`src/common/dmem_consts.svh`:
```
`ifndef DMEM_CONSTS_SVH
`define DMEM_CONSTS_SVH

// Number of cores sharing the data memory
`define DMEM_NCORES   4

// Cores on port A, the rest sit on port B
`define DMEM_NCORES_A 2

// Word memory geometry
`define DMEM_ADDRW    8
`define DMEM_DATAW    32

// Width of a core number
`define DMEM_COREW    2

`endif

```
`src/common/dmem_pkg.sv`:
```
`include "dmem_consts.svh"

package dmem_pkg;

    // One core's access request
    typedef struct packed {
        logic                   re;
        logic                   we;
        logic                   is_lr;
        logic                   is_sc;
        logic [`DMEM_ADDRW-1:0] addr;
        logic [`DMEM_DATAW-1:0] wdata;
    } core_req_t;

    // Drive of one RAM port
    typedef struct packed {
        logic                   re;
        logic                   we;
        logic [`DMEM_ADDRW-1:0] addr;
        logic [`DMEM_DATAW-1:0] wdata;
    } mem_port_t;

    // Return descriptor, one per port, one cycle behind the access
    typedef struct packed {
        logic                   valid;
        logic [`DMEM_COREW-1:0] core;
        logic                   is_sc;
        logic                   sc_ok;
    } ret_tag_t;

    // SC result word, zero on success
    typedef struct packed {
        logic [`DMEM_DATAW-2:0] zero;
        logic                   fail;
    } sc_status_t;

    // Returned word seen as load data or as SC status
    typedef union packed {
        logic [`DMEM_DATAW-1:0] word;
        sc_status_t             sc;
    } dmem_rdata_u;

endpackage

```
`src/exec/dmem_access_exec.sv`:
```
`timescale 1ns/1ps
`include "dmem_consts.svh"

module dmem_access_exec import dmem_pkg::*; #(
    localparam int NA      = `DMEM_NCORES_A,
    localparam int NB      = `DMEM_NCORES - `DMEM_NCORES_A,
    localparam int IDX_A_W = (NA > 1) ? $clog2(NA) : 1,
    localparam int IDX_B_W = (NB > 1) ? $clog2(NB) : 1
) (
    input  logic                    clk_i,
    input  logic                    rst_n_i,
    input  core_req_t               eff_req_i [`DMEM_NCORES],
    input  logic                    grant_a_valid_i,
    input  logic [IDX_A_W-1:0]      grant_a_idx_i,
    input  logic                    grant_b_valid_i,
    input  logic [IDX_B_W-1:0]      grant_b_idx_i,
    output logic                    advance_a_o,
    output logic                    advance_b_o,
    output logic [`DMEM_NCORES-1:0] served_o,
    output mem_port_t               port_a_o,
    output mem_port_t               port_b_o,
    output ret_tag_t                ret_a_o,
    output ret_tag_t                ret_b_o
);
    // Index 0 is port A, index 1 is port B
    logic [`DMEM_COREW-1:0]  pcore [2];
    core_req_t               preq  [2];
    mem_port_t               pport [2];
    logic [1:0]              pserve;
    logic [1:0]              pwrite;
    logic [1:0]              psc_ok;
    logic [1:0]              psc;
    logic                    conflict;
    logic [`DMEM_NCORES-1:0] resv_vld_q;
    logic [`DMEM_NCORES-1:0] resv_vld_d;
    logic [`DMEM_ADDRW-1:0]  resv_addr_q [`DMEM_NCORES];
    logic [`DMEM_ADDRW-1:0]  resv_addr_d [`DMEM_NCORES];
    ret_tag_t                ret_d [2];
    ret_tag_t                ret_q [2];

    // Port B cores follow the port A cores
    assign pcore[0] = `DMEM_COREW'(grant_a_idx_i);
    assign pcore[1] = `DMEM_COREW'(NA + grant_b_idx_i);
    assign preq[0]  = eff_req_i[pcore[0]];
    assign preq[1]  = eff_req_i[pcore[1]];

    // Same address on both ports, B backs off
    assign conflict = grant_a_valid_i & grant_b_valid_i & (preq[0].addr == preq[1].addr);
    assign pserve[0] = grant_a_valid_i;
    assign pserve[1] = grant_b_valid_i & ~conflict;

    assign advance_a_o = pserve[0];
    assign advance_b_o = pserve[1];

    always_comb begin
        served_o = '0;
        for (int p = 0; p < 2; p++) begin
            if (pserve[p]) begin
                served_o[pcore[p]] = 1'b1;
            end
        end
    end

    // RAM drive and SC decision per port
    always_comb begin
        for (int p = 0; p < 2; p++) begin
            pport[p]  = '0;
            pwrite[p] = 1'b0;
            psc_ok[p] = 1'b0;
            psc[p]    = ~preq[p].re & preq[p].we & preq[p].is_sc;
            if (pserve[p]) begin
                pport[p].addr = preq[p].addr;
                if (preq[p].re) begin
                    pport[p].re = 1'b1;
                end else if (preq[p].we) begin
                    // SC needs its own reservation on this address
                    psc_ok[p] = psc[p] & resv_vld_q[pcore[p]]
                              & (resv_addr_q[pcore[p]] == preq[p].addr);
                    pwrite[p] = ~preq[p].is_sc | psc_ok[p];
                    pport[p].we    = pwrite[p];
                    pport[p].wdata = preq[p].wdata;
                end
            end
        end
    end

    assign port_a_o = pport[0];
    assign port_b_o = pport[1];

    // Writes kill matching reservations, LR then sets its own
    always_comb begin
        resv_vld_d  = resv_vld_q;
        resv_addr_d = resv_addr_q;
        for (int p = 0; p < 2; p++) begin
            for (int c = 0; c < `DMEM_NCORES; c++) begin
                if (pwrite[p] && (resv_addr_q[c] == preq[p].addr)) begin
                    resv_vld_d[c] = 1'b0;
                end
            end
        end
        for (int p = 0; p < 2; p++) begin
            if (pserve[p] && preq[p].re && preq[p].is_lr) begin
                resv_vld_d[pcore[p]]  = 1'b1;
                resv_addr_d[pcore[p]] = preq[p].addr;
            end
        end
    end

    // Only loads and SCs hand a word back
    always_comb begin
        for (int p = 0; p < 2; p++) begin
            ret_d[p].valid = pserve[p] & (preq[p].re | psc[p]);
            ret_d[p].core  = pcore[p];
            ret_d[p].is_sc = psc[p];
            ret_d[p].sc_ok = psc_ok[p];
        end
    end

    always_ff @(posedge clk_i or negedge rst_n_i) begin
        if (!rst_n_i) begin
            resv_vld_q <= '0;
            ret_q[0]   <= '0;
            ret_q[1]   <= '0;
        end else begin
            resv_vld_q <= resv_vld_d;
            ret_q[0]   <= ret_d[0];
            ret_q[1]   <= ret_d[1];
        end
    end

    always_ff @(posedge clk_i) begin
        resv_addr_q <= resv_addr_d;
    end

    assign ret_a_o = ret_q[0];
    assign ret_b_o = ret_q[1];

endmodule

```
`config.mk`:
```
export PLATFORM = sky130hd
export DESIGN_NAME = dmem_access_exec
export DESIGN_NICKNAME = d
export VERILOG_FILES = /design/src/common/dmem_pkg.sv /design/src/exec/dmem_access_exec.sv
export VERILOG_INCLUDE_DIRS = /design/src /design/src/common
export SDC_FILE = /design/constraint.sdc
export NUM_CORES = 1
export LEC_CHECK = 0
export ABC_CLOCK_PERIOD_IN_PS = 2200
export CORE_MARGIN = 10
export CORE_UTILIZATION = 50
export DETAILED_ROUTE_END_ITERATION = 7
export DONT_BUFFER_PORTS = 1
export HOLD_SLACK_MARGIN = 0.06
export PLACE_DENSITY = 0.68
export SKIP_LAST_GASP = 1
export SLEW_MARGIN = 10
export SYNTH_ARGS = -nofsm -noshare
export SYNTH_HDL_FRONTEND = slang
export SYNTH_SLANG_ARGS = --single-unit
```
`constraint.sdc`:
```
create_clock -name clk_i -period 2.2 [get_ports clk_i]
set_input_delay 0.33 -clock clk_i [delete_from_list [all_inputs] [get_ports clk_i]]
set_output_delay 0.33 -clock clk_i [all_outputs]
set_load 0.01 [all_outputs]
```
==> impl_metrics.toml <==
[setup_path]
worstReg2RegEnd = "resv_vld_q[2]"
worst_r2r_path_depth = 7
arrival_ns = 1.89
required_ns = 1.87
worstSetupPathType = "reg2out"
cpPeakStageDelay_ns = 0.45
crit_fanout = 3
crit_path_start_kind = "register"
path_cells = "xnor2_2 > nand4_1 > nor3_2 > o2111ai_2 > a21oi_4"
end_kind = "primary output"
crit_slowest_cell = "edfxtp_1"
reg2reg_slack_ns = 0.23
worstReg2RegStart = "resv_addr_q[15]"

[yosys]
synthCells = 459
yosysWarnings = 0
syn_nets = 641
syn_area_sq_mm = 0.00420
synth-main-ff-cell = "edfxtp_1"
yosysSeqAreaShare = 0.306
synth-edff-count = 32
synth_cell_type_count = 44
synth_seq_cells = 45
synth.avg_cell_area_sq_um = 9.15
async_flop_share = 0.289

[sta]
setup_viol = 1
worstMarginPinSlew_ns = 0.720
max_slew_margin = 0.518
period_needed_ns = 2.22
post-route-period-util = 1.01
rsz0062_at_grt = "yes"
finalClockSkew_ns = 0.0139
final_max_slew_viol_count = 0
maxClockFrequency_mhz = 450
fin_ws_ns = -0.0220
finalHoldViolations = 0

[detailed_routing]
route.antenna.remaining_nets = 0
via_per_inst = 6.19
drc = 0
routed_wl_um = 16000
drtIter0Drc = 363
wl_per_cell_um = 27.5
dr.pass1.iters = 6
num_vias = 3605

[clock_tree]
cts_root_buf = "clkbuf_8"
cts_buffer_depth = 2
cts.sinks = 45
clock_latency_ns = 0.30
h-tree-depth = 2
cts_made_buffers = 5
tritoncts = "yes"
clk_pin_slew_ns = 0.09

[floorplan]
fp.dieW_um = 112
coreArea_sq_mm = 0.00818
rows = 33
die_area_sq_mm = 0.0125
ios = 282
chipHeight_um = 112
start_util = 0.513

[min_path]
min_path_type = "in2reg"
hold_end = "ret_a_o[4]"
min_from = "grant_a_valid_i"
min_path_cells = 1

[placed_design]
hpwl_um = 13400
dpl.cell_count = 566
port_buffers = 0
place_congestion = 0.888

[flow_run]
cap_violations = 0

[power]
ir_drop_mv = 0.308
p_leak_nw = 1.71
powerDensity_mw_per_mm2 = 465

[finish]
syn2layout_area_growth_pct = 13.4
layout_common_cells = "81 x nor2_1, 56 x xnor2_1, 38 x mux2i_1"
antenna_cells = 0
final_common_cell = "nor2_1"
layout-drive-gt1-share = 0.174
finalNetCount = 658
fin_util = 0.582
stdcell_count = 582

[global_routing]
grt_overflow = 0
grt_max_degree = 60
grt_pass1_vias = 3769
gr-usage-all-layers = 0.232
grt_first_pass_wirelength_um = 23200
antenna_found_initial = 0

[outcome]
status = "finished, violations left"
violations = "setup timing"
synth_stat cells (5+ instances only):
master | n | area (sq um)
mux2i_1 | 39 | 390
nor3b_2 | 5 | 62.6
and2_1 | 15 | 93.8
edfxtp_1 | 32 | 961
mux2i_2 | 12 | 165
nand3_1 | 9 | 45.0
xnor2_1 | 57 | 499
a22oi_1 | 32 | 240
nand4_1 | 7 | 43.8
nor2_1 | 81 | 304
inv_1 | 14 | 52.6
nor3_1 | 7 | 35.0
dfrtp_1 | 13 | 325
nand2b_1 | 7 | 43.8
nor4_1 | 9 | 56.3
nand2_1 | 9 | 33.8
xor2_1 | 36 | 315
nor2b_1 | 12 | 75.1
buf_2 | 6 | 30.0
a211oi_1 | 5 | 37.5
clkbuf_1 | 15 | 56.3
what timing repair did:
action,in CTS,in global routing
resized for setup,2,6
hold endpoints to repair,15,0
pin swaps,1,1
buffers inserted,1,4
hold buffers,3,0
endpoints found under the setup margin,2,2
critical path: cells and delay by family (launching register included):
kind	cells	cell delay, ns
compound gates	2	0.47
simple gates	2	0.43
xor+xnor	1	0.23
flops	1	0.45
flip-flops by register name, indices dropped and copies added (netlist names):
signal and flops:
ret_a_o 4, resv_addr_q 32, ret_b_o 5, resv_vld_q 4
area by class of cell:
class / instances / area [sq um]
fillers: 697 / 3420
multi-input cells: 372 / 2870
flip-flops and latches: 45 / 1290
repair buffers: 37 / 298
well taps: 105 / 131
clock buffers: 7 / 97.6
inverters: 15 / 66.3
clock inverters: 1 / 5.00
report_power, final:
part	switching (mW)	total, mW	internal (mW)
Sequential	0.0314	0.972	0.940
Combinational	0.364	0.664	0.300
Clock	0.284	0.575	0.292
how the worst max path moves through the flow:
| stage | cells after the start | startpoint | endpoint | slack (ns) |
|---|---|---|---|---|
| finish | 5 | resv_addr_q[15] | port_b_o[40] | -0.02 |
| global route | 5 | resv_addr_q[15] | port_b_o[40] | -0.11 |
| CTS | 5 | resv_addr_q[7] | port_b_o[40] | -0.02 |
| detailed placement | 7 | grant_a_idx_i | served_o[3] | 0.12 |
| global placement | 7 | grant_a_idx_i | served_o[3] | 0.17 |
| floorplan | 8 | grant_b_idx_i | port_b_o[0] | -0.08 |
cell families (layout without fill, tap and decap cells):
| family | Yosys count | after routing | synth area share |
|---|---|---|---|
| buffers and inverters | 42 | 60 | 0.0468 |
| muxes | 55 | 55 | 0.148 |
| xor gates and xnor gates | 93 | 93 | 0.194 |
| other | 2 | 2 | 0.00179 |
| DFF | 45 | 45 | 0.306 |
| AOI/OAI and AO/OA | 54 | 54 | 0.100 |
| and+or+nand+nor | 168 | 168 | 0.202 |
metal layers:
layer  share of wire  wire length (um)  GRT usage
met1            0.35              5580      0.248
met2            0.50              8020      0.404
met3            0.12              1980      0.109
met4           0.026               410     0.0600
met5               0                 0          0
stage by stage:
step / hold slack, ns / total power, mW / instance area [sq um] / TNS (ns) / setup WS [ns]
5_1_grt: 0.136 / 2.31 / 4760 / -0.172 / -0.107
4_1_cts: 0.143 / 2.21 / 4690 / -0.0174 / -0.0174
3_3_place_gp: 0.0350 / 1.61 / 4540 / 0 / 0.175
6_report: 0.150 / 2.21 / 4760 / -0.0220 / -0.0220
3_5_place_dp: 0.0350 / 1.63 / 4540 / 0 / 0.122
2_1_floorplan: 0.0344 / 1.52 / 4350 / -3.22 / -0.0769
Power figures use the tool's default switching activity.
