File: config.mk
export PLATFORM = sky130hd
export DESIGN_NAME = dmem_req_hold
export DESIGN_NICKNAME = d
export VERILOG_FILES = /design/src/common/dmem_pkg.sv /design/src/source/dmem_req_hold.sv
export VERILOG_INCLUDE_DIRS = /design/src /design/src/common
export SDC_FILE = /design/constraint.sdc
export NUM_CORES = 1
export LEC_CHECK = 0
export ABC_AREA = 1
export BUFFER_PORTS_ARGS = -buffer_cell sky130_fd_sc_hd__buf_2
export CORE_ASPECT_RATIO = 0.8
export CORE_UTILIZATION = 42
export CTS_CLUSTER_DIAMETER = 60
export DETAILED_ROUTE_END_ITERATION = 10
export PLACE_DENSITY = 0.81
export SLEW_MARGIN = 20
export SYNTH_ARGS = -nofsm -noshare
export SYNTH_HDL_FRONTEND = slang
export SYNTH_SLANG_ARGS = --single-unit
File: constraint.sdc
create_clock -name clk_i -period 2.3 [get_ports clk_i]
set_input_delay 0.115 -clock clk_i [delete_from_list [all_inputs] [get_ports clk_i]]
set_output_delay 0.115 -clock clk_i [all_outputs]
set_load 0.02 [all_outputs]
File: src/common/dmem_consts.svh
`ifndef DMEM_CONSTS_SVH
`define DMEM_CONSTS_SVH

// Number of cores sharing the data memory
`define DMEM_NCORES   4

// Cores on port A, the rest sit on port B
`define DMEM_NCORES_A 2

// Word memory geometry
`define DMEM_ADDRW    8
`define DMEM_DATAW    32

// Width of a core number
`define DMEM_COREW    2

`endif

File: src/common/dmem_pkg.sv
`include "dmem_consts.svh"

package dmem_pkg;

    // One core's access request
    typedef struct packed {
        logic                   re;
        logic                   we;
        logic                   is_lr;
        logic                   is_sc;
        logic [`DMEM_ADDRW-1:0] addr;
        logic [`DMEM_DATAW-1:0] wdata;
    } core_req_t;

    // Drive of one RAM port
    typedef struct packed {
        logic                   re;
        logic                   we;
        logic [`DMEM_ADDRW-1:0] addr;
        logic [`DMEM_DATAW-1:0] wdata;
    } mem_port_t;

    // Return descriptor, one per port, one cycle behind the access
    typedef struct packed {
        logic                   valid;
        logic [`DMEM_COREW-1:0] core;
        logic                   is_sc;
        logic                   sc_ok;
    } ret_tag_t;

    // SC result word, zero on success
    typedef struct packed {
        logic [`DMEM_DATAW-2:0] zero;
        logic                   fail;
    } sc_status_t;

    // Returned word seen as load data or as SC status
    typedef union packed {
        logic [`DMEM_DATAW-1:0] word;
        sc_status_t             sc;
    } dmem_rdata_u;

endpackage

File: src/source/dmem_req_hold.sv
`timescale 1ns/1ps
`include "dmem_consts.svh"

module dmem_req_hold import dmem_pkg::*; (
    input  logic                    clk_i,
    input  logic                    rst_n_i,
    input  core_req_t               req_i     [`DMEM_NCORES],
    input  logic [`DMEM_NCORES-1:0] served_i,
    output core_req_t               eff_req_o [`DMEM_NCORES],
    output logic [`DMEM_NCORES-1:0] stall_o
);
    core_req_t               pend_q [`DMEM_NCORES];
    logic [`DMEM_NCORES-1:0] pend_vld_q;
    logic [`DMEM_NCORES-1:0] has_req;
    logic [`DMEM_NCORES-1:0] miss;

    // Held request wins over the live input
    always_comb begin
        for (int c = 0; c < `DMEM_NCORES; c++) begin
            if (pend_vld_q[c]) begin
                eff_req_o[c] = pend_q[c];
            end else begin
                eff_req_o[c] = req_i[c];
            end
            has_req[c] = eff_req_o[c].re | eff_req_o[c].we;
        end
    end

    // Requests left unserved this cycle
    assign miss = has_req & ~served_i;

    always_ff @(posedge clk_i or negedge rst_n_i) begin
        if (!rst_n_i) begin
            pend_vld_q <= '0;
            stall_o    <= '0;
        end else begin
            stall_o <= miss;
            for (int c = 0; c < `DMEM_NCORES; c++) begin
                if (served_i[c]) begin
                    pend_vld_q[c] <= 1'b0;
                end else if (miss[c]) begin
                    pend_vld_q[c] <= 1'b1;
                end
            end
        end
    end

    // Capture only a fresh input, an existing copy stays put
    always_ff @(posedge clk_i) begin
        for (int c = 0; c < `DMEM_NCORES; c++) begin
            if (miss[c] && !pend_vld_q[c]) begin
                pend_q[c] <= req_i[c];
            end
        end
    end

endmodule

==> results of run 1 <==
==> critical path: cells and delay by family, from the launching register on <==
family / cells / cell delay [ps]
buffers and inverters: 3 / 680
flip-flops: 1 / 500
AND/OR/NAND/NOR: 2 / 240
==> Yosys cell counts, drive strengths merged <==
cell      n  area (µm²)
inv      35         141
nand2   536        2010
dfrtp     8         200
edfxtp  176        5290
clkinv    1        5.00
a31oi     4        25.0
nor2      4        25.0
buf      36         245
==> cell families (layout without fill, tap and decap cells) <==
family,count (synthesis),after routing,share of synthesized area
flops,184,184,0.691
compound gates,4,4,0.00315
buf+inv,72,630,0.0493
simple gates,540,540,0.257
other cells,0,2,0
==> through the flow <==
step,area (µm²),utilization
6_report,12400,0.676
5_1_grt,12400,0.676
4_1_cts,12400,0.675
3_5_place_dp,9980,0.545
3_3_place_gp,9980,0.545
2_1_floorplan,7940,-
==> area by class of cell <==
class                      count  area [µm²]  area share
antenna                        2        5.00    0.000404
tap                          253         317      0.0256
sequential                   184        5490       0.443
inverter                      36         146      0.0118
clock inverter                14         118     0.00949
multi-input combinational    544        2080       0.168
timing repair buffer         562        3800       0.307
clock buffer                  18         429      0.0346
==> registers in the layout (all words and copies together) (netlist names) <==
name / count
stall_o: 4
pend_q: 176
pend_vld_q: 4
==> power by group through the flow <==
stage	clock network [mW]	logic, mW	registers, mW
3_5_place_dp	0	1.43	4.01
4_1_cts	2.80	1.68	3.94
2_1_floorplan	0	0.836	4.00
3_3_place_gp	0	1.41	4.00
5_1_grt	2.93	1.85	3.96
6_report	2.75	1.73	3.95
==> layer usage <==
metal | wire [µm] | share of wire
met5 | 0 | 0
met4 | 1250 | 0.049
met3 | 2060 | 0.081
met2 | 12500 | 0.49
met1 | 9690 | 0.38
==> final timing paths <==
check | end | slack, ps | start | cells past startpoint
setup / recovery | eff_req_o[73] | 320 | pend_vld_q[2] | 5
hold / removal | pend_vld_q[0] | 160 | rst_n_i | 2
setup reg to reg | pend_q[0][33] | 530 | pend_vld_q[0] | 7
hold reg to reg | stall_o[1] | 730 | pend_q[1][42] | 6
max in group asynchronous | pend_vld_q[3] | 1890 | rst_n_i | 2
min in group clk_i | pend_q[1][21] | 410 | req_i[109] | 2
==> flow_metrics.tcl, run 1 <==
set metrics [dict create \
    vias 7744 \
    grt_overflow 0 \
    peakVddDrop_v 0.000480 \
    clkPwrFrac 0.326 \
    cts.path.max_buffers 2 \
    max-slew-margin-rel 0.719 \
    fillCellCount 1313 \
    cts_root_buffer "clkbuf_16" \
    place_ws_ps 540 \
    critical_path_class "flip-flop to output pin" \
    cap_viol_max_count 0 \
    cts_setup_buffers 0 \
    cts_tree "built" \
    slowest_delay_ps 500 \
    start_kind "flip-flop" \
    use_met3 0.0783 \
    required_ps 2180 \
    htree_num_levels 4 \
    fin_ws_ps 325 \
    status "complete, no violations" \
    p_leak_nw 6.09 \
    syn_inst 800 \
    grt_pass1_wl_um 38400 \
    dieArea_mm2 0.0195 \
    finalPower_mw 8.42 \
    synth_area_mm2 0.00794 \
    core_region_area_mm2 0.0183 \
    final_hold_viol_count 0 \
    wirelength_um 25500 \
    place.gp.congestion 0.861 \
    drtIter0Drc 688 \
    vias_per_cell 4.80 \
    ctsResizeCount 0 \
    ys_seq_elements 184 \
    layout_common_cells "nand2_1 (536), buf_2 (361), dlygate4sd3_1 (185)" \
    ctsHoldBuffers 185 \
    track_usage 0.260 \
    synth_warnings 0 \
    antenna_found_initial 1 \
    tns_ps 0 \
    io_pins 362 \
    crit_slowest_cell "dfrtp_2" \
    clk_pin_slew_ps 70 \
    grt_max_degree 45 \
    maxSlewViolCount 0 \
    wire_per_inst_um 15.8 \
    crit_top_cell "nand2_1" \
    initial_core_util 0.433 \
    cp-end-kind "output pin" \
    final.period_utilization 0.859 \
    switching_share 0.291 \
    grt_setup_unrepaired "no" \
    dp_hpwl_um 15500 \
    met1_usage 0.292 \
    clock.fmax_mhz 506 \
    p_int_mw 5.97 \
    final-setup-viol-count 0 \
    p_seq_frac 0.469 \
    crit_path_max_fanout 39 \
    p_comb_frac 0.205 \
    rows 44 \
    area_growth_pct 56.0 \
    ant_nets 0 \
    fp.dieW_um 156 \
    min_path_type "input port to async pin" \
    synth_nets 982 \
    arrival_ps 1860 \
    worstSkewPairLatency_ps 430 \
    top_usage_layer "met2" \
    first_global_vias 7471 \
    use_met2 0.445 \
    drc 0 \
    syn-mean-instance-area_um2 9.92 \
    final_layout_size_suffix_gt1_frac 0.310 \
    cts-buffers-inserted 17 \
    synth_cell_type_count 12 \
    layout_commonest_cell "nand2_1" \
    ys_seq_area_frac 0.691 \
    finalClockSkew_ps 10.4 \
    power.density_mw_per_mm2 680 \
    port_buffers 361 \
    whs_ps 156 \
    final_nets 1527 \
    cts_sinks 184 \
    dr.pass1.iters 5 \
    switching_power_mw 2.45 \
    final_cells 1613 \
    worstMarginPinSlew_ps 422 \
    fin_crit_ps 1980 \
    die_y_um 125 \
    placed_cells 1394 \
    path_cells "inv_4, buf_4, nand2_1, nand2_1, buf_2" \
]
Note: power is estimated with default switching activity, not from simulation.
==> inputs of run 2 (changes only) <==
==> constraint.sdc (replaced) <==
create_clock -name clk_i -period 1.7 [get_ports clk_i]
set_input_delay 0.085 -clock clk_i [delete_from_list [all_inputs] [get_ports clk_i]]
set_output_delay 0.085 -clock clk_i [all_outputs]
set_load 0.02 [all_outputs]
==> run 2 against run 1 <==
Sequential power is 35% higher. Clock power is 57% higher. Hold slack worse by 59 ps. Clock skew is 0.70 ps lower. Flip-flop and latch count stayed put. Sequential share of layout area is 1.5 points lower. Final cell count is 0.81% higher. First-iteration DRC count is 8.1% lower. Count of clock-buffer cells in the layout stayed put. Critical endpoint is now eff_req_o[146].
==> flow_metrics.tcl, run 2 (same netlist as run 1, synthesis figures left out) <==
set metrics [dict create \
    final_hold_viol_count 0 \
    num_antenna_cells 0 \
    peakVddDrop_v 0.000704 \
    final-setup-viol-count 0 \
    p_comb_frac 0.204 \
    cts_tree "built" \
    min_path_type "input port to async pin" \
    dieArea_mm2 0.0195 \
    worstSkewPairLatency_ps 420 \
    clk_pin_slew_ps 70 \
    dr.pass1.iters 7 \
    cts-buffers-inserted 17 \
    fillCellCount 1250 \
    core_region_area_mm2 0.0183 \
    grt_overflow 0 \
    finalClockSkew_ps 9.67 \
    port_buffers 361 \
    placed_cells 1400 \
    drc 0 \
    max-slew-margin-rel 0.809 \
    rows 44 \
    p_seq_frac 0.440 \
    place.gp.congestion 0.816 \
    start_kind "flip-flop" \
    dp_hpwl_um 15600 \
    track_usage 0.263 \
    fin_crit_ps 1660 \
    startpoint "pend_vld_q[0]" \
    crit_path_max_fanout 22 \
    drtIter0Drc 632 \
    switching_power_mw 3.25 \
    die_y_um 125 \
    fin_ws_ps 38.1 \
    io_pins 362 \
    place_ws_ps 199 \
    switching_share 0.268 \
    vias 7805 \
    clkPwrFrac 0.356 \
    area_growth_pct 61.5 \
    cap_viol_max_count 0 \
    first_global_vias 7813 \
    rr_worst_depth 7 \
    layout_common_cells "nand2_1 (530), buf_2 (359), dlygate4sd3_1 (185)" \
    final_cells 1626 \
    vias_per_cell 4.80 \
    p_leak_nw 6.28 \
    final_layout_size_suffix_gt1_frac 0.323 \
    r2r_setup_slack_ps 70 \
    crit_end "eff_req_o[146]" \
    arrival_ps 1580 \
    required_ps 1620 \
    top_regs "pend_q x176, pend_vld_q x4, stall_o x4" \
    cp-end-kind "output pin" \
    htree_num_levels 4 \
    fp.dieW_um 156 \
    r2r-end "pend_q[0][8]" \
    grt_pass1_wl_um 39300 \
    layout_commonest_cell "nand2_1" \
    power.density_mw_per_mm2 946 \
    final.period_utilization 0.978 \
    wirelength_um 26500 \
    cts_sinks 184 \
    grt_max_degree 46 \
    clock.fmax_mhz 602 \
    cts.path.max_buffers 2 \
    ant_nets 0 \
    final_nets 1543 \
    utilization 0.699 \
    cts_root_buffer "clkbuf_16" \
    status "complete, no violations" \
    critical_path_class "flip-flop to output pin" \
    rr_startpoint "pend_vld_q[0]" \
    worstMarginPinSlew_ps 286 \
    maxSlewViolCount 0 \
    largest_reg_flops 176 \
    top_register "pend_q" \
    antenna_found_initial 0 \
    wire_per_inst_um 16.3 \
    p_int_mw 8.88 \
    initial_core_util 0.433 \
]
-- run 2: metrics by stage --
step	TNS, ps	hold WS [ps]	area [µm²]	total power [mW]
after floorplan	-16080	-211	7980	6.56
after global placement	0	-1.31	10100	7.37
after detailed placement	0	-6.45	10100	7.40
after CTS	0	74.4	12600	12.0
after global routing	-1320	89.6	12800	12.6
final	0	96.3	12800	12.1
-- run 2: worst min path at each step --
stage,end,slack (ps),cells after the start
after detailed placement,pend_vld_q[1],-6,1
after global placement,stall_o[1],-1,1
after floorplan,pend_vld_q[0],-210,0
final,pend_vld_q[1],100,2
after CTS,pend_vld_q[1],70,2
after global routing,pend_vld_q[1],90,2
-- run 2: power by group through the flow --
| stage | registers, mW | clock network [mW] | logic [mW] |
|---|---|---|---|
| final | 5.34 | 4.32 | 2.47 |
| after global routing | 5.35 | 4.57 | 2.64 |
| after CTS | 5.33 | 4.37 | 2.33 |
| after detailed placement | 5.43 | 0 | 1.97 |
| after global placement | 5.42 | 0 | 1.95 |
| after floorplan | 5.41 | 0 | 1.15 |
-- run 2: per-layer routing --
layer  global-route usage  wire length (µm)  share of wire
met1                0.299              9940           0.37
met5                    0                 0              0
met2                0.450             12900           0.49
met4                0.147              1390          0.052
met3               0.0714              2250          0.085
-- run 2: layout make-up --
class	count	area (µm²)	share of cell area
Tap cell	253	317	0.0247
Inverter	36	166	0.0130
Clock buffer	18	429	0.0335
Sequential cell	184	5490	0.428
Timing Repair inverter	1	8.76	0.000683
Multi-Input combinational cell	544	2100	0.164
Timing Repair Buffer	577	4100	0.320
Clock inverter	13	214	0.0167
-- run 2: worst max-delay path: stages (launching register included) --
cell,delay (ps)
dfrtp_2,490
buf_4,180
inv_6,160
nand2_1,90
nand2_1,80
buf_2,160
-- run 2: what timing repair did --
action / in CTS / in global routing
gates cloned: 0 / 3
hold endpoints to repair: 192 / 0
endpoints found under the setup margin: 122 / 102
buffers inserted: 1 / 8
hold buffers: 185 / 0
resized for setup: 12 / 17
