$ cat config.mk
export PLATFORM = sky130hd
export DESIGN_NAME = dmem_return_mux
export DESIGN_NICKNAME = d
export VERILOG_FILES = /design/src/common/dmem_pkg.sv /design/src/source/dmem_return_mux.sv
export VERILOG_INCLUDE_DIRS = /design/src /design/src/common
export SDC_FILE = /design/constraint.sdc
export NUM_CORES = 1
export LEC_CHECK = 0
export BUFFER_PORTS_ARGS = -buffer_cell sky130_fd_sc_hd__buf_2
export CAP_MARGIN = 20
export CORE_MARGIN = 10
export CORE_UTILIZATION = 30
export DETAILED_ROUTE_END_ITERATION = 16
export GPL_ROUTABILITY_DRIVEN = 0
export GPL_TIMING_DRIVEN = 0
export PLACE_DENSITY = 0.87
export REMOVE_ABC_BUFFERS = 1
export SETUP_SLACK_MARGIN = 0.05
export SYNTH_ARGS = -nofsm -noshare
export SYNTH_HDL_FRONTEND = slang
export SYNTH_SLANG_ARGS = --single-unit
$ cat constraint.sdc
create_clock -name vclk -period 1.7
set_clock_uncertainty 0.15 [all_clocks]
set_input_delay 0.17 -clock vclk [all_inputs]
set_output_delay 0.17 -clock vclk [all_outputs]
set_load 0.01 [all_outputs]
$ cat src/common/dmem_consts.svh
`ifndef DMEM_CONSTS_SVH
`define DMEM_CONSTS_SVH

// Number of cores sharing the data memory
`define DMEM_NCORES   4

// Cores on port A, the rest sit on port B
`define DMEM_NCORES_A 2

// Word memory geometry
`define DMEM_ADDRW    8
`define DMEM_DATAW    32

// Width of a core number
`define DMEM_COREW    2

`endif

$ cat src/common/dmem_pkg.sv
`include "dmem_consts.svh"

package dmem_pkg;

    // One core's access request
    typedef struct packed {
        logic                   re;
        logic                   we;
        logic                   is_lr;
        logic                   is_sc;
        logic [`DMEM_ADDRW-1:0] addr;
        logic [`DMEM_DATAW-1:0] wdata;
    } core_req_t;

    // Drive of one RAM port
    typedef struct packed {
        logic                   re;
        logic                   we;
        logic [`DMEM_ADDRW-1:0] addr;
        logic [`DMEM_DATAW-1:0] wdata;
    } mem_port_t;

    // Return descriptor, one per port, one cycle behind the access
    typedef struct packed {
        logic                   valid;
        logic [`DMEM_COREW-1:0] core;
        logic                   is_sc;
        logic                   sc_ok;
    } ret_tag_t;

    // SC result word, zero on success
    typedef struct packed {
        logic [`DMEM_DATAW-2:0] zero;
        logic                   fail;
    } sc_status_t;

    // Returned word seen as load data or as SC status
    typedef union packed {
        logic [`DMEM_DATAW-1:0] word;
        sc_status_t             sc;
    } dmem_rdata_u;

endpackage

$ cat src/source/dmem_return_mux.sv
`timescale 1ns/1ps
`include "dmem_consts.svh"

module dmem_return_mux import dmem_pkg::*; (
    input  ret_tag_t               ret_a_i,
    input  ret_tag_t               ret_b_i,
    input  logic [`DMEM_DATAW-1:0] rdata_a_i,
    input  logic [`DMEM_DATAW-1:0] rdata_b_i,
    output logic [`DMEM_DATAW-1:0] rdata_o [`DMEM_NCORES]
);
    ret_tag_t               tag  [2];
    logic [`DMEM_DATAW-1:0] raw  [2];
    dmem_rdata_u            word [2];

    assign tag[0] = ret_a_i;
    assign tag[1] = ret_b_i;
    assign raw[0] = rdata_a_i;
    assign raw[1] = rdata_b_i;

    always_comb begin
        for (int p = 0; p < 2; p++) begin
            if (tag[p].is_sc) begin
                // Status word, fail bit set when SC lost its reservation
                word[p].sc.zero = '0;
                word[p].sc.fail = ~tag[p].sc_ok;
            end else begin
                word[p].word = raw[p];
            end
        end

        // Ports serve disjoint cores, so at most one tag hits a core
        for (int c = 0; c < `DMEM_NCORES; c++) begin
            rdata_o[c] = '0;
            for (int p = 0; p < 2; p++) begin
                if (tag[p].valid && (tag[p].core == `DMEM_COREW'(c))) begin
                    rdata_o[c] = word[p].word;
                end
            end
        end
    end

endmodule

==> metrics, run 1 <==
adder-cell share of the synthesized area=0; worst hold slack=0.623 ns; Ant. Diodes=0; final slew viol count=0; Die ar.=0.00791 mm²; vias in the first global route=2930; delay-heaviest family, CP=buffers and inverters; via density per instance=6.45; Final period util=0.970; hold wc startpoint=rdata_a_i[4]; Max Fclk=606 MHz; worst slew pin tran=0.432 ns; final setup fails=0; Hold Crit Endpoint=rdata_o[4]; Final Hold Fails=0; YS warnings=0; CP Data Required Time=1.38 ns; DIE HEIGHT=89.0 µm; Post-Synth XOR/XNOR Area=0; leak pwr=about 0.0016 µW; max-cap check violation count=0; most frequent cell on the critical path=buf_8; Final Non-Filler Cells=493; WP buf/inv=5; CP max FO=8; synthesized instance count=234; Arrival @ worst endpoint=~1.3 ns; Mean Syn Cell Area=6.10 µm²; total gr overflow=0; max_slew headroom=0.704; outcome=finished, final reports clean; share of layout cells above drive strength 1=0.622; clk_buf instances=0; Peak VDD IR=0.167 mV; largest family of logic cells by synthesized area=compound AO/OA/AOI/OAI gates; Period minus WS final=1.65 ns; # fillers=384; largest net degree at the start of global routing=33; Synth Area in Simple Gates=0.318; CP cell instances=buf_8 -> nand3b_1 -> buf_8 -> nand4b_1 -> buf_6 -> buf_8 -> o22ai_2 -> buf_2; slowest stage cell, crit path=nand3b_1; fin nets=515; FF/Latch Area=0 µm²; share of the synthesized area in the top cell type=0.561; Total GRT Usage=0.225; DRC errors left=0; DR iter-0 viols=277; Power Density=232 mW/mm²; synth top area cells=o22ai_1, nand2b_1, buf_2; first-pass GRT wire length=around 15 mm; Initial Utilization=0.306; dominant cell type by area after synthesis=o22ai_1; Syn Std Cell Area=approximately 0.0014 mm²; kind of start point of the critical path=input port; FF+latch count=0; Largest stage delay, worst path=between 0.2 and 0.25 ns; core area=between 0.004 and 0.005 mm²; antenna violations before repair=0; post-route ant nets=0; Routed WL=11.9 mm; Cell variety after synth=14; worst hold path depth=4; endpoint class of the critical path=primary output; DRT Pass-1 Iters=5; Setup CP Type=input port to primary output; Layout area overhead=120%; I/O Buffers=202; io pins=202; die width=89.0 µm; dpl ws=-1.17 ns; mux cell area share after synthesis=0.0140; row count=25; Final WS setup=about 0.05 ns; placed cell count=466; RSZ-0062 raised after global routing=true; DPL Wire Length=roughly 7.4 mm; compound-gate portion of the synthesized area=0.561; wire per inst=24.1 µm; via count=3181; register area share after synthesis=0; Hold Crit Class=input port to primary output
-- placed cells by master, fill, tap and decap left out --
cell type,instances
buf_16,1
clkbuf_4,2
nand4_1,1
nand3b_1,2
o22ai_2,31
or3b_4,1
buf_6,7
nor3b_4,1
nand2b_1,62
buf_12,1
o22ai_1,95
buf_8,8
o22ai_4,2
nand4b_1,2
buf_2,195
inv_1,2
mux2i_1,2
buf_4,14
nand2_8,4
nand3_4,1
clkbuf_16,5
-- how the worst max path moves through the flow --
stage / slack (ns) / from / cells after the start / to
finish: 0.05 / ret_b_i[2] / 8 / rdata_o[63]
CTS: 0.01 / ret_b_i[3] / 7 / rdata_o[55]
detailed placement: -1.17 / ret_b_i[2] / 7 / rdata_o[31]
global placement: -2.17 / ret_b_i[4] / 5 / rdata_o[63]
global route: -0.0004 / ret_b_i[2] / 8 / rdata_o[63]
floorplan: -0.89 / ret_b_i[4] / 3 / rdata_o[63]
-- synth_stat cells --
master	instances
buf_4	3
mux2i_1	2
nand4_1	1
or3b_1	1
nand2_2	1
nand2b_1	62
buf_2	13
clkbuf_1	15
o22ai_1	128
nor3b_1	1
inv_1	2
nand3_1	1
nand4b_1	2
nand3b_1	2
-- layout make-up --
class,count,area (µm²),area share
inverter,2,7.51,0.00239
multi-input combinational,204,1600,0.509
timing repair buffer,233,1470,0.468
tap,54,67.6,0.0215
-- logic make-up (layout without fill, tap and decap cells) --
family                 Yosys count  count (layout)
multiplexers                     2               2
AND/OR/NAND/NOR                 71              74
AO/OA/AOI/OAI                  128             128
buffers and inverters           33             235
-- layer usage --
metal	track usage	wire length, µm	vias up
met1	0.251	4030	1453
met5	0	0	-
met2	0.408	6140	300
li1	-	-	1381
met4	0.0824	410	0
met3	0.0474	1300	47
-- where the power goes --
group	internal [µW]	switching [µW]	total, µW
sequential	0	0	0
clock	0	0	0
combinational	317	411	728
total	317	411	728
-- stage by stage --
step           utilization  area [µm²]  power [µW]  setup TNS [ns]
4_1_cts              0.563        2620         599               0
5_1_grt              0.674        3140         767       -0.000387
2_1_floorplan            -        1280         285          -85.02
6_report             0.674        3140         728               0
3_5_place_dp         0.532        2480         563         -118.99
3_3_place_gp         0.507        2360         529         -229.52
-- timing repair --
action	in CTS	in global routing
hold buffers	0	0
pin swaps	4	25
setup endpoints to repair	128	111
buffers inserted	9	8
resized for setup	13	57
cloned	2	8
(Power assumes the default switching activity.)
==> inputs of run 2 (changes only) <==
Settings changed: PLACE_DENSITY 0.87 to 0.8.
==> metrics, run 2 (synthesized netlist as in run 1, its figures left out) <==
outcome=finished, final reports clean; RSZ-0062 raised after global routing=true; WP buf/inv=5; share of layout cells above drive strength 1=0.595; Power Density=229 mW/mm²; cts hold-fix bufs=0; DRT Pass-1 Iters=5; Die ar.=around 0.0079 mm²; top layer in use=met4; DR iter-0 viols=between 150 and 200; Total GRT Usage=0.212; clk_buf instances=0; Ant. Diodes=0; worst slew pin tran=between 0.3 and 0.4 ns; max-cap check violation count=0; Initial Utilization=0.306; most common cell after layout, fill and taps aside=buf_2; Final Non-Filler Cells=498; antenna violations before repair=0; core area=between 0.004 and 0.005 mm²; commonest cells after routing, fill and taps aside=buf_2, o22ai_1, nand2b_1, buf_4, o22ai_2; worst hold slack=0.610 ns; wire length on met1=3.85 mm; io pins=202; post-route ant nets=0; die width=89.0 µm; most frequent cell on the critical path=buf_8; wire per inst=21.7 µm; DIE HEIGHT=89.0 µm; final setup fails=0; Period minus WS final=1.65 ns; FF+latch count=0; Largest stage delay, worst path=0.21 ns; Peak VDD IR=about 0.12 mV; Arrival @ worst endpoint=~1.3 ns; via count=2976; kind of start point of the critical path=input port; Final Hold Fails=0; DPL Wire Length=7.10 mm; I/O Buffers=202; FF/Latch Area=0 µm²; delay-heaviest family, CP=buffers and inverters; largest net degree at the start of global routing=33; Layout area overhead=111%; first-pass GRT wire length=13.9 mm; row count=25; Routed WL=10.8 mm; Hold Crit Class=input port to primary output; # fillers=~450; Routed met2 length=5.55 mm; total gr overflow=0; max_slew headroom=0.739; Max Fclk=approximately 600 MHz; via density per instance=5.98; final slew viol count=0; CP max FO=7; dpl ws=-1.16 ns; placed cell count=around 470; Setup CP Type=input port to primary output; CP cell instances=buf_6 -> nand3b_1 -> buf_8 -> nand4b_1 -> buf_4 -> buf_8 -> o22ai_1 -> buf_2; CP Data Required Time=1.38 ns; DRC errors left=0; leak pwr=0.00158 µW; slowest stage cell, crit path=nand3b_1; vias in the first global route=between 2000 and 3000; Final WS setup=0.0476 ns; endpoint class of the critical path=primary output; fin nets=between 500 and 600; Final period util=0.972; DR WL met3=~1.1 mm
==> run 2: cell types whose count changed in the layout (fill, tap and decap cells not counted), sizes merged <==
cell,before,now
buf,226,235
nand2,4,2
clkbuf,7,5
==> run 2: metrics by stage <==
step           utilization  instance area [µm²]  total power, µW  TNS [ns]
2_1_floorplan            -                 1280              285    -85.02
3_3_place_gp         0.507                 2360              530   -235.30
3_5_place_dp         0.532                 2480              561   -116.44
4_1_cts              0.566                 2640              598         0
5_1_grt              0.647                 3010              736  -0.00695
6_report             0.647                 3010              690         0
==> run 2: area by class of cell <==
type	instances	area, µm²	area share
Inverter	2	7.51	0.00249
Timing Repair Buffer	240	1490	0.493
Multi-Input combinational cell	202	1450	0.482
Tap cell	54	67.6	0.0224
==> run 2: worst paths after layout <==
path	end	slack, ns	depth (start not counted)	from
max	rdata_o[61]	0.05	8	ret_b_i[2]
min	rdata_o[90]	0.61	4	rdata_a_i[26]
==> run 2: report_power, final <==
| part | switching (µW) | internal, µW | total, µW |
|---|---|---|---|
| logic | 379 | 311 | 690 |
| clock network | 0 | 0 | 0 |
| registers | 0 | 0 | 0 |
| total | 379 | 311 | 690 |
==> run 2: layer usage <==
layer | up-vias | GRT usage
met5 | - | 0
met4 | 0 | 0.0275
met3 | 28 | 0.0456
met2 | 211 | 0.398
met1 | 1353 | 0.244
li1 | 1384 | -
==> run 2: timing repair <==
action | in CTS | in global routing
buffers inserted | 11 | 15
resized for setup | 12 | 37
endpoints found under the setup margin | 128 | 114
cloned | 2 | 4
pin swaps | 3 | 6
==> inputs of run 3 (changes only) <==
Settings changed: CORE_AREA from default to 2 2 79 81, CORE_MARGIN 10 to default, CORE_UTILIZATION 30 to default, DIE_AREA from default to 0 0 81 83, PLACE_DENSITY 0.8 to 0.67.
==> metrics, run 3 (synthesized netlist as in run 1, its figures left out) <==
I/O Buffers=202; DR iter-0 viols=approximately 230; post-route ant nets=0; share of layout cells above drive strength 1=0.715; largest net degree at the start of global routing=33; FF/Latch Area=0 µm²; fin nets=522; wire per inst=21.2 µm; Power Density=226 mW/mm²; outcome=finished, final reports clean; Setup CP Type=input port to primary output; leak pwr=between 0.0015 and 0.002 µW; endpoint class of the critical path=primary output; Period minus WS final=between 1.5 and 2 ns; multi-input combinational cell area=roughly 0.0019 mm²; antenna violations before repair=0; commonest cells after routing, fill and taps aside=buf_2, o22ai_2, nand2b_1, o22ai_1, buf_4; Total GRT Usage=0.269; # fillers=about 490; Die ar.=0.00672 mm²; Peak VDD IR=about 0.17 mV; DPL Wire Length=6.15 mm; Final WS setup=0.00163 ns; wire length on met1=about 4.2 mm; vias in the first global route=2863; kind of start point of the critical path=input port; io pins=202; final setup fails=0; Initial Utilization=0.245; clk_buf instances=0; total gr overflow=0; Final Hold Fails=0; via count=approximately 3300; row count=28; max_slew headroom=0.694; DR WL met3=942 µm; CP Data Required Time=1.38 ns; DIE HEIGHT=83 µm; most common cell after layout, fill and taps aside=buf_2; DRC errors left=0; Routed met2 length=roughly 5.5 mm; via density per instance=6.24; Finished Core Util=0.627; worst slew pin tran=0.446 ns; CP max FO=8; DRT Pass-1 Iters=6; die width=around 80 µm; Max Fclk=589 MHz; FF+latch count=0; Hold Crit Class=input port to primary output; RSZ-0062 raised after global routing=true; final slew viol count=0; top layer in use=met4; dpl ws=-1.25 ns; Arrival @ worst endpoint=1.38 ns; Routed WL=between 10 and 15 mm; max-cap check violation count=0; first-pass GRT wire length=between 10 and 15 mm; Total Power=824 µW; Ant. Diodes=0; Final period util=0.999; Layout area overhead=156%; core area=0.00582 mm²
==> run 3: cell count changes in the layout (fill, tap and decap cells not counted), moves of 2 or more <==
cell,delta
buf_16,+5
buf_2,-3
buf_4,-6
buf_8,-2
bufbuf_16,+2
clkbuf_16,+3
nand2_8,+2
o22ai_1,-52
o22ai_2,+48
o22ai_4,+4
==> run 3: timing repair <==
action	4_1_cts	5_1_grt
endpoints found under the setup margin	128	128
pin swaps	47	27
buffers inserted	16	6
hold endpoints to repair	0	0
resized for setup	63	58
hold buffers	0	0
gates cloned	7	6
==> run 3: through the flow <==
step | setup TNS (ns) | instances | hold slack, ns | cell area (µm²)
after floorplan | -85.02 | 203 | 0.403 | 1280
after global placement | -248.15 | 480 | 0.601 | 2390
after detailed placement | -119.23 | 487 | 0.607 | 2570
after CTS | -0.0994 | 510 | 0.620 | 3180
after global routing | -0.916 | 521 | 0.657 | 3650
final | 0 | 521 | 0.619 | 3650
==> run 3: cell type report <==
class	count	area share
well taps	75	0.0257
multi-input cells	204	0.508
inverters	2	0.00206
repair buffers	240	0.464
==> run 3: metal layers <==
metal,track usage,up-vias
li1,-,1395
met1,0.338,1557
met2,0.476,257
met3,0.0228,44
met4,0.0801,0
met5,0,-
==> run 3: power breakdown <==
part | switching [µW] | internal (µW)
logic | 446 | 378
clock network | 0 | 0
registers | 0 | 0
==> run 3: path summary, 6_finish.rpt <==
path / start / to / slack (ns) / cells past startpoint
max: ret_b_i[4] / rdata_o[95] / 0.002 / 8
min: rdata_a_i[0] / rdata_o[32] / 0.62 / 4
==> run 3: critical path: stages <==
cell and delay [ns]:
buf_8 0.10, nand3b_1 0.18, clkbuf_16 0.17, nand4b_1 0.11, buf_6 0.17, buf_12 0.15
o22ai_2 0.14, buf_2 0.17
